## config.mk

```make
export PLATFORM = sky130hd
export DESIGN_NAME = rwgen_top
export DESIGN_NICKNAME = d
export VERILOG_FILES = /design/src/verilog/rwgen_pkg.sv /design/src/verilog/axi_issue.sv /design/src/verilog/req_fifo.sv /design/src/verilog/req_producer.sv /design/src/verilog/rwgen_top.sv
export SDC_FILE = /design/constraint.sdc
export NUM_CORES = 1
export LEC_CHECK = 0
export BUFFER_PORTS_ARGS = -buffer_cell sky130_fd_sc_hd__clkbuf_2
export CAP_MARGIN = 5
export CORE_AREA = 2 2 367 369
export CTS_BUF_LIST = sky130_fd_sc_hd__clkbuf_8
export DETAILED_ROUTE_END_ITERATION = 16
export DIE_AREA = 0 0 369 371
export MAX_ROUTING_LAYER = met4
export PLACE_DENSITY_LB_ADDON = 0.15
export SYNTH_ARGS = -nofsm -noshare
export SYNTH_HDL_FRONTEND = slang
export SYNTH_SLANG_ARGS = --single-unit
```

## constraint.sdc

```tcl
create_clock -name axi4_mm_clk -period 10.7 [get_ports axi4_mm_clk]
set_clock_uncertainty 0.15 [all_clocks]
set_input_delay 1.605 -clock axi4_mm_clk [delete_from_list [all_inputs] [get_ports axi4_mm_clk]]
set_output_delay 1.605 -clock axi4_mm_clk [all_outputs]
set_load 0.01 [all_outputs]
```

## src/verilog/rwgen_pkg.sv

```systemverilog
// Traffic generator shared definitions
// Widths, memory target and access class encodings, run configuration
// and the request record passed from producer to issuer.

package rwgen_pkg;

    parameter int ADDR_W     = 64;
    parameter int ID_W       = 12;
    parameter int DATA_W     = 512;
    parameter int CNT_W      = 16;
    parameter int LINE_SHIFT = 6;    // 64-byte cache line

    typedef logic [ADDR_W-1:0] addr_t;
    typedef logic [ID_W-1:0]   id_t;

    // memory target, top two user bits
    typedef enum logic [1:0] {
        RGN_HOST          = 2'b00,
        RGN_HDM_HOST_BIAS = 2'b10,
        RGN_HDM_DEV_BIAS  = 2'b11
    } region_e;

    // low two user bits, meaning depends on direction
    typedef enum logic [1:0] {
        ACC_NC         = 2'b00,  // non-cacheable
        ACC_SHARED_OWN = 2'b01,  // rd cacheable-shared, wr cacheable-owned
        ACC_OWN_PUSH   = 2'b10   // rd cacheable-owned, wr nc-push
    } access_class_e;

    typedef struct packed {
        region_e       region;
        logic [1:0]    rsvd;     // always zero
        access_class_e acc_class;
    } axi_user_t;

    typedef enum logic [2:0] {
        RNG_SEQ  = 3'd0,
        RNG_32K  = 3'd1,
        RNG_128K = 3'd2,
        RNG_1M   = 3'd3,
        RNG_4M   = 3'd4,
        RNG_16M  = 3'd5,
        RNG_32M  = 3'd6
    } range_sel_e;

    typedef struct packed {
        logic             is_write;
        region_e          region;
        access_class_e    acc_class;
        range_sel_e       range_sel;
        logic [CNT_W-1:0] num_request;
        addr_t            page_base;
        logic [63:0]      seed;
    } run_cfg_t;

    typedef struct packed {
        logic      is_write;
        addr_t     addr;
        id_t       id;
        axi_user_t user;
        logic      last;      // final request of the run
    } axi_req_t;

endpackage

```

## src/verilog/axi_issue.sv

```systemverilog
// AXI4 request issuer
// Takes requests from the FIFO head and presents them on AR, or on AW and
// W, which are accepted independently. Counts completed requests and
// stalled cycles, and pulses done when the last request of a run finishes.

`timescale 1ns/1ps

module axi_issue #(
    parameter int ADDR_W = rwgen_pkg::ADDR_W,
    parameter int ID_W   = rwgen_pkg::ID_W
) (
    input  logic                             axi4_mm_clk,
    input  logic                             rst_n,
    input  logic                             start,
    input  rwgen_pkg::axi_req_t              pop_data,
    input  logic                             empty,
    output logic                             pop,
    output logic                             arvalid,
    output logic [ADDR_W-1:0]                araddr,
    output logic [ID_W-1:0]                  arid,
    output rwgen_pkg::axi_user_t             aruser,
    input  logic                             arready,
    output logic                             awvalid,
    output logic [ADDR_W-1:0]                awaddr,
    output logic [ID_W-1:0]                  awid,
    output rwgen_pkg::axi_user_t             awuser,
    input  logic                             awready,
    output logic                             wvalid,
    output logic [rwgen_pkg::DATA_W-1:0]     wdata,
    output logic [rwgen_pkg::DATA_W/8-1:0]   wstrb,
    output logic                             wlast,
    input  logic                             wready,
    output logic                             done,
    output logic [rwgen_pkg::CNT_W-1:0]      issued_cnt,
    output logic [rwgen_pkg::CNT_W-1:0]      stall_cnt
);

    import rwgen_pkg::*;

    axi_req_t req_q;     // request currently on the bus
    logic     ar_pend;
    logic     aw_pend;
    logic     w_pend;
    logic     aw_ok;
    logic     w_ok;
    logic     rd_complete;
    logic     wr_complete;
    logic     complete;
    logic     idle;
    logic     stalled;

    // a channel counts as done if already accepted or accepted now
    assign aw_ok = ~aw_pend | awready;
    assign w_ok  = ~w_pend | wready;

    assign rd_complete = ar_pend & arready;
    assign wr_complete = (aw_pend | w_pend) & aw_ok & w_ok;
    assign complete    = rd_complete | wr_complete;
    assign idle        = ~(ar_pend | aw_pend | w_pend);

    // load next head as soon as the slot frees up
    assign pop = ~empty & (idle | complete);

    // one stall per cycle, even with both write channels held
    assign stalled = (ar_pend & ~arready) | (aw_pend & ~awready) | (w_pend & ~wready);

    assign arvalid = ar_pend;
    assign araddr  = ADDR_W'(req_q.addr);
    assign arid    = ID_W'(req_q.id);
    assign aruser  = req_q.user;

    assign awvalid = aw_pend;
    assign awaddr  = ADDR_W'(req_q.addr);
    assign awid    = ID_W'(req_q.id);
    assign awuser  = req_q.user;

    assign wvalid = w_pend;
    assign wdata  = '1;
    assign wstrb  = '1;
    assign wlast  = 1'b1;   // single-beat bursts

    always_ff @(posedge axi4_mm_clk) begin
        if (pop) begin
            req_q <= pop_data;
        end
    end

    always_ff @(posedge axi4_mm_clk) begin
        if (!rst_n) begin
            ar_pend <= 1'b0;
            aw_pend <= 1'b0;
            w_pend  <= 1'b0;
        end else if (pop) begin
            ar_pend <= ~pop_data.is_write;
            aw_pend <= pop_data.is_write;
            w_pend  <= pop_data.is_write;
        end else begin
            if (arready) begin
                ar_pend <= 1'b0;
            end
            if (awready) begin
                aw_pend <= 1'b0;
            end
            if (wready) begin
                w_pend <= 1'b0;
            end
        end
    end

    always_ff @(posedge axi4_mm_clk) begin
        if (!rst_n) begin
            done       <= 1'b0;
            issued_cnt <= '0;
            stall_cnt  <= '0;
        end else begin
            done <= complete & req_q.last;
            if (start) begin
                issued_cnt <= '0;
                stall_cnt  <= '0;
            end else begin
                issued_cnt <= issued_cnt + CNT_W'(complete);
                stall_cnt  <= stall_cnt + CNT_W'(stalled);
            end
        end
    end

endmodule

```

## src/verilog/req_fifo.sv

```systemverilog
// Request FIFO
// Small circular buffer with show-ahead head on pop_data; the payload
// type is set by the instantiating level.

`timescale 1ns/1ps

module req_fifo #(
    parameter int  FIFO_DEPTH = 4,
    parameter type payload_t  = logic [7:0]
) (
    input  logic     axi4_mm_clk,
    input  logic     rst_n,
    input  logic     push,
    input  payload_t push_data,
    input  logic     pop,
    output payload_t pop_data,
    output logic     full,
    output logic     empty
);

    localparam int PTR_W = (FIFO_DEPTH > 1) ? $clog2(FIFO_DEPTH) : 1;
    localparam int CNT_W = $clog2(FIFO_DEPTH + 1);

    payload_t         mem [FIFO_DEPTH];
    logic [PTR_W-1:0] wr_ptr;
    logic [PTR_W-1:0] rd_ptr;
    logic [CNT_W-1:0] count;
    logic             do_push;
    logic             do_pop;

    assign do_push = push & ~full;
    assign do_pop  = pop & ~empty;

    assign full     = (count == CNT_W'(FIFO_DEPTH));
    assign empty    = (count == '0);
    assign pop_data = mem[rd_ptr];   // head shown ahead

    always_ff @(posedge axi4_mm_clk) begin
        if (do_push) begin
            mem[wr_ptr] <= push_data;
        end
    end

    always_ff @(posedge axi4_mm_clk) begin
        if (!rst_n) begin
            wr_ptr <= '0;
            rd_ptr <= '0;
            count  <= '0;
        end else begin
            if (do_push) begin
                wr_ptr <= (wr_ptr == PTR_W'(FIFO_DEPTH - 1)) ? '0 : wr_ptr + PTR_W'(1);
            end
            if (do_pop) begin
                rd_ptr <= (rd_ptr == PTR_W'(FIFO_DEPTH - 1)) ? '0 : rd_ptr + PTR_W'(1);
            end
            case ({do_push, do_pop})
                2'b10:   count <= count + CNT_W'(1);
                2'b01:   count <= count - CNT_W'(1);
                default: count <= count;   // none or both
            endcase
        end
    end

endmodule

```

## src/verilog/req_producer.sv

```systemverilog
// Request producer
// Latches the run configuration on start, steps the shift-xor seed and
// builds one addressed, tagged cache-line request per cycle into the FIFO.

`timescale 1ns/1ps

module req_producer #(
    parameter int ADDR_W = rwgen_pkg::ADDR_W,
    parameter int ID_W   = rwgen_pkg::ID_W
) (
    input  logic                axi4_mm_clk,
    input  logic                rst_n,
    input  rwgen_pkg::run_cfg_t cfg,
    input  logic                start,
    input  logic                full,
    output logic                push,
    output rwgen_pkg::axi_req_t push_data
);

    import rwgen_pkg::*;

    run_cfg_t          cfg_q;
    logic              active;
    logic [CNT_W-1:0]  cnt_q;      // index k of the next request
    logic [63:0]       seed_q;
    logic [63:0]       seed_next;
    logic [63:0]       seed_mask;
    logic [4:0]        keep_bits;
    logic [ADDR_W-1:0] offset;
    logic [ADDR_W-1:0] req_addr;
    logic [ID_W-1:0]   req_id;
    logic              is_last;

    assign seed_next = seed_q ^ (seed_q << 1) ^ (seed_q >> 1);

    // seed bits kept per range
    always_comb begin
        case (cfg_q.range_sel)
            RNG_32K:  keep_bits = 5'd9;
            RNG_128K: keep_bits = 5'd11;
            RNG_1M:   keep_bits = 5'd14;
            RNG_4M:   keep_bits = 5'd16;
            RNG_16M:  keep_bits = 5'd18;
            RNG_32M:  keep_bits = 5'd19;
            default:  keep_bits = 5'd0;
        endcase
    end

    assign seed_mask = (64'd1 << keep_bits) - 64'd1;

    always_comb begin
        if (cfg_q.range_sel == RNG_SEQ) begin
            offset = ADDR_W'(cnt_q) << LINE_SHIFT;         // k lines past base
        end else begin
            offset = ADDR_W'(seed_q & seed_mask) << LINE_SHIFT;
        end
    end

    assign req_addr = ADDR_W'(cfg_q.page_base) + offset;
    assign req_id   = ID_W'(cnt_q);                         // wraps at ID_W
    assign is_last  = (cnt_q == cfg_q.num_request - CNT_W'(1));

    always_comb begin
        push_data.is_write       = cfg_q.is_write;
        push_data.addr           = addr_t'(req_addr);
        push_data.id             = id_t'(req_id);
        push_data.user.region    = cfg_q.region;
        push_data.user.rsvd      = 2'b00;
        push_data.user.acc_class = cfg_q.acc_class;
        push_data.last           = is_last;
    end

    assign push = active & ~full;

    always_ff @(posedge axi4_mm_clk) begin
        if (!rst_n) begin
            active <= 1'b0;
            cnt_q  <= '0;
        end else if (start) begin
            active <= 1'b1;
            cnt_q  <= '0;
        end else if (push) begin
            cnt_q <= cnt_q + CNT_W'(1);
            if (is_last) begin
                active <= 1'b0;   // run fully generated
            end
        end
    end

    always_ff @(posedge axi4_mm_clk) begin
        if (start) begin
            cfg_q  <= cfg;
            seed_q <= cfg.seed;
        end else if (push) begin
            seed_q <= seed_next;
        end
    end

endmodule

```

## src/verilog/rwgen_top.sv

```systemverilog
// CXL host-memory traffic generator top level
// Producer fills a small request FIFO, the issuer drives AXI4 AR or AW/W.
// busy spans a run from start until done.

`timescale 1ns/1ps

module rwgen_top #(
    parameter int ADDR_W     = rwgen_pkg::ADDR_W,
    parameter int ID_W       = rwgen_pkg::ID_W,
    parameter int FIFO_DEPTH = 4
) (
    input  logic                           axi4_mm_clk,
    input  logic                           rst_n,
    input  rwgen_pkg::run_cfg_t            cfg,
    input  logic                           start,
    output logic                           arvalid,
    output logic [ADDR_W-1:0]              araddr,
    output logic [ID_W-1:0]                arid,
    output rwgen_pkg::axi_user_t           aruser,
    input  logic                           arready,
    output logic                           awvalid,
    output logic [ADDR_W-1:0]              awaddr,
    output logic [ID_W-1:0]                awid,
    output rwgen_pkg::axi_user_t           awuser,
    input  logic                           awready,
    output logic                           wvalid,
    output logic [rwgen_pkg::DATA_W-1:0]   wdata,
    output logic [rwgen_pkg::DATA_W/8-1:0] wstrb,
    output logic                           wlast,
    input  logic                           wready,
    output logic                           busy,
    output logic                           done,
    output logic [rwgen_pkg::CNT_W-1:0]    issued_cnt,
    output logic [rwgen_pkg::CNT_W-1:0]    stall_cnt
);

    import rwgen_pkg::*;

    logic     push;
    axi_req_t push_data;
    logic     full;
    logic     pop;
    axi_req_t pop_data;
    logic     empty;

    always_ff @(posedge axi4_mm_clk) begin
        if (!rst_n) begin
            busy <= 1'b0;
        end else if (start) begin
            busy <= 1'b1;
        end else if (done) begin
            busy <= 1'b0;   // drops as the done pulse ends
        end
    end

    req_producer #(.ADDR_W(ADDR_W), .ID_W(ID_W)) i_producer (
        .axi4_mm_clk, .rst_n, .cfg, .start, .full, .push, .push_data
    );

    req_fifo #(.FIFO_DEPTH(FIFO_DEPTH), .payload_t(axi_req_t)) i_fifo (
        .axi4_mm_clk, .rst_n, .push, .push_data, .pop, .pop_data, .full, .empty
    );

    axi_issue #(.ADDR_W(ADDR_W), .ID_W(ID_W)) i_issue (
        .axi4_mm_clk, .rst_n, .start, .pop_data, .empty, .pop,
        .arvalid, .araddr, .arid, .aruser, .arready,
        .awvalid, .awaddr, .awid, .awuser, .awready,
        .wvalid, .wdata, .wstrb, .wlast, .wready,
        .done, .issued_cnt, .stall_cnt
    );

endmodule
```

==> impl_metrics.py <==
metrics = {
    "status": {
        "outcome": "finished, final reports clean",
    },
    "route": {
        "dr.pass1.iters": 5,
        "wl_per_cell_um": 18.6,
        "vias_per_cell": 3.80,
        "vias": 18000,
        "initialDrtViolationCount": 1121,
        "drcViolationCount": 0,
        "wl_um": 88300,
        "ant_nets": 0,
    },
    "synth": {
        "synth_area_leader_cell": "edfxtp_1",
        "synth-main-ff-cell": "edfxtp_1",
        "async_flop_share_pct": 0,
        "synth_top_area_share_pct": 51.2,
        "synth_edf_count": 561,
        "syn_area_mm2": 0.0329,
        "synth.avg_cell_area_um2": 12.6,
        "synth_cells": 2605,
        "synth_area_leaders": "edfxtp_1 (51%), buf_4 (17%), mux4_2 (5.6%)",
        "yosys_warnings": 0,
        "synth.yosys.seq_area_share_pct": 55.0,
        "synth_cell_type_count": 75,
        "ys_ff_latch": 624,
    },
    "sta": {
        "maxSlewViolCount": 0,
        "rsz0062_at_grt": "no",
        "whs_ns": 0.354,
        "max_freq_mhz": 177,
        "setup_violations": 0,
        "slew_headroom_pct": 30.3,
        "finalHoldViolCount": 0,
        "min_period_ns": 5.64,
        "fin_ws_ns": 5.06,
        "period_share_pct": 52.7,
        "fin_setup_tns_ns": 0,
        "worst_pin_slew_ns": 1.04,
    },
    "place": {
        "gp_congestion": 0.778,
        "port_buffers": 354,
        "post-place-ws_ns": 5.04,
        "hpwl_um": 64000,
    },
    "setup_path": {
        "cp_max_fo": 10,
        "arrival_ns": 6.00,
        "critical_path.top_delay_family": "compound AO/OA/AOI/OAI gates",
        "crit_cells": 17,
        "critical_path_class": "reg2reg",
        "crit_top_cell": "a21oi_1",
        "r2r_setup_slack_ns": 5.06,
        "end_kind": "register",
        "startpoint_type": "register",
        "cpMaxStageDelayCell": "a31oi_1",
        "reg2regPathDepth": 17,
        "path_buf_inv": 1,
        "slowest_delay_ns": 0.61,
        "path_cells": "nand2_1 > inv_1 > a21oi_1 > ha_1 > nor3b_1 > a21oi_1 > o21ai_0 > ha_1 > a21oi_1 > nand2_1 > a221oi_1 > nand3_1 > a31oi_1 > nor3_1 > nor2_1 > o211ai_1 > xor2_1",
        "cp.required_ns": 11.06,
        "r2r-end": "i_fifo.mem[1][77]$_DFFE_PP_",
        "regToRegStartpoint": "i_producer.cfg_q[145]$_DFFE_PP_",
        "crit_path_start": "i_producer.cfg_q[145]$_DFFE_PP_",
        "crit_end": "i_fifo.mem[1][77]$_DFFE_PP_",
    },
    "power": {
        "ir_worst_vdd_uv": 103,
        "power.density_mw_per_mm2": 226,
        "p_leak_nw": 14.0,
    },
    "cts": {
        "cts_resized": 0,
        "numCtsBuffers": 108,
        "root_buffer": "clkbuf_8",
        "h-tree-depth": 3,
        "cts_tree": "yes",
        "cts_hold_buf": 0,
        "clkLatencyLatePin_ns": 0.79,
        "postCtsSetupBuffers": 0,
        "clock_sinks": 624,
        "path_clk_slew_ns": 0.06,
        "clk_path_buf_depth": 3,
    },
    "floorplan": {
        "dieArea_mm2": 0.137,
        "die_y_um": 371,
        "fp.coreArea_mm2": 0.133,
        "rows": 134,
        "pin_count": 936,
        "initial_utilization_pct": 24.8,
        "die_w_um": 369,
    },
    "final_layout": {
        "final_layout_size_suffix_gt1_share_pct": 21.0,
        "layout.nets": 3094,
        "syn2layout_area_growth_pct": 8.37,
    },
    "run": {
        "maxCapViolations": 0,
    },
    "global_route": {
        "grt_max_degree": 98,
        "grt_antenna_before_repair": 28,
        "first_global_vias": 17600,
        "grt_pass1_wl_um": 123000,
        "grt_use_total_pct": 12.8,
        "grt-ovfl-total": 0,
    },
    "hold_path": {
        "hold_class": "reg2reg",
    },
}
[synth_stat cells (all sizes together) (41+ instances only)]
| library cell | instances |
|---|---|
| edfxtp | 561 |
| nand3 | 41 |
| clkbuf | 56 |
| nor2 | 83 |
| buf | 758 |
| xnor2 | 118 |
| o21ai | 114 |
| mux4 | 82 |
| a21oi | 80 |
| dfxtp | 63 |
| nand2 | 161 |
| ha | 73 |
| xor2 | 94 |
[layout by cell type (no fill, tap or decap), types with 24 or more instances in the layout]
master / Yosys / layout
inv_1: 33 / 71
and2_1: 30 / 30
nand2_1: 161 / 161
conb_1: 2 / 591
ha_1: 73 / 73
a21o_1: 30 / 30
nand3_1: 41 / 41
nor2_1: 83 / 83
mux4_2: 82 / 82
a21oi_1: 80 / 80
dfxtp_1: 63 / 61
xor2_1: 94 / 94
o21ai_0: 104 / 104
clkbuf_2: 1 / 353
edfxtp_1: 561 / 561
nand4_1: 24 / 24
xnor2_1: 118 / 118
clkbuf_8: 0 / 117
[worst min path at each step]
| stage | startpoint | endpoint | slack, ns | cells after the start |
|---|---|---|---|---|
| 4_1_cts | i_fifo.rd_ptr[1]$_SDFFE_PN0P_ | register | 0.35 | 2 |
| 2_1_floorplan | i_issue.req_q[0]$_DFFE_PP_ | i_issue.done$_SDFF_PN0_ | 0.30 | 1 |
| 6_report | i_fifo.rd_ptr[1]$_SDFFE_PN0P_ | register | 0.35 | 2 |
| 3_5_place_dp | i_fifo.rd_ptr[1]$_SDFFE_PN0P_ | register | 0.34 | 2 |
| 3_3_place_gp | i_issue.stall_cnt[7]$_SDFF_PP0_ | i_issue.stall_cnt[7]$_SDFF_PP0_ | 0.34 | 2 |
| 5_1_grt | i_producer.cfg_q[68]$_DFFE_PP_ | i_fifo.mem[0][21]$_DFFE_PP_ | 0.38 | 0 |
[per-layer routing]
layer  track usage, %  up-vias  routed length [um]  part of all wire (%)
li1                 -     8536                   -                     -
met3             3.32       98                5800                   6.6
met2             19.5      622               40900                    46
met1             16.6     8760               39900                    45
met4             3.91        0                1690                   1.9
met5                -        -                   0                     0
[tightest hold or removal path, stage by stage (launching register included)]
cell and delay, ns:
dfxtp_1 0.32, nand2_1 0.05, a21boi_0 0.09
[where the power goes]
part | internal, mW | switching (mW) | total (mW)
clock | 1.19 | 1.02 | 2.21
sequential | 3.31 | 0.384 | 3.70
combinational | 0.844 | 1.29 | 2.13
[state kept, by name, summed over array words and instances, names as in the netlist, 4 cells and up, named ones only]
| signal | cells |
|---|---|
| i_fifo.mem | 328 |
| i_issue.araddr | 64 |
| i_issue.arid | 12 |
| i_issue.aruser | 4 |
| i_issue.issued_cnt | 16 |
| i_issue.stall_cnt | 16 |
| i_producer.cfg_q | 83 |
| i_producer.cnt_q | 16 |
| i_producer.push_data | 5 |
| i_producer.seed_q | 64 |
[kinds of logic after synthesis]
group | Yosys count | share of synthesized area [%]
buf+inv | 847 | 18.1
flops | 624 | 55.0
simple gates | 436 | 6.32
compound gates | 320 | 6.09
xor+xnor | 212 | 5.64
mux | 89 | 5.84
fa+ha+maj | 75 | 2.90
other cells | 2 | 0.0228
[through the flow]
step                cells  total power [mW]  instance area [um^2]  utilization (%)
floorplan            3194              5.54                 35100                -
global placement     4519              5.98                 33400             25.2
detailed placement   4519              5.96                 33400             25.2
CTS                  4720              8.25                 35600             26.8
global route         4736              8.56                 35700             26.8
finish               4737              8.04                 35700             26.8
[final cells by class]
type / count / area [um^2]
well taps: 1768 / 2210
clock buffers: 116 / 1600
diodes: 17 / 42.5
multi-input cells: 1723 / 11100
clock inverters: 85 / 579
repair buffers: 371 / 1910
flip-flops and latches: 624 / 18100
inverters: 33 / 126
fillers: 13900 / 97100
No activity file was read; power rests on OpenSTA's default activity.
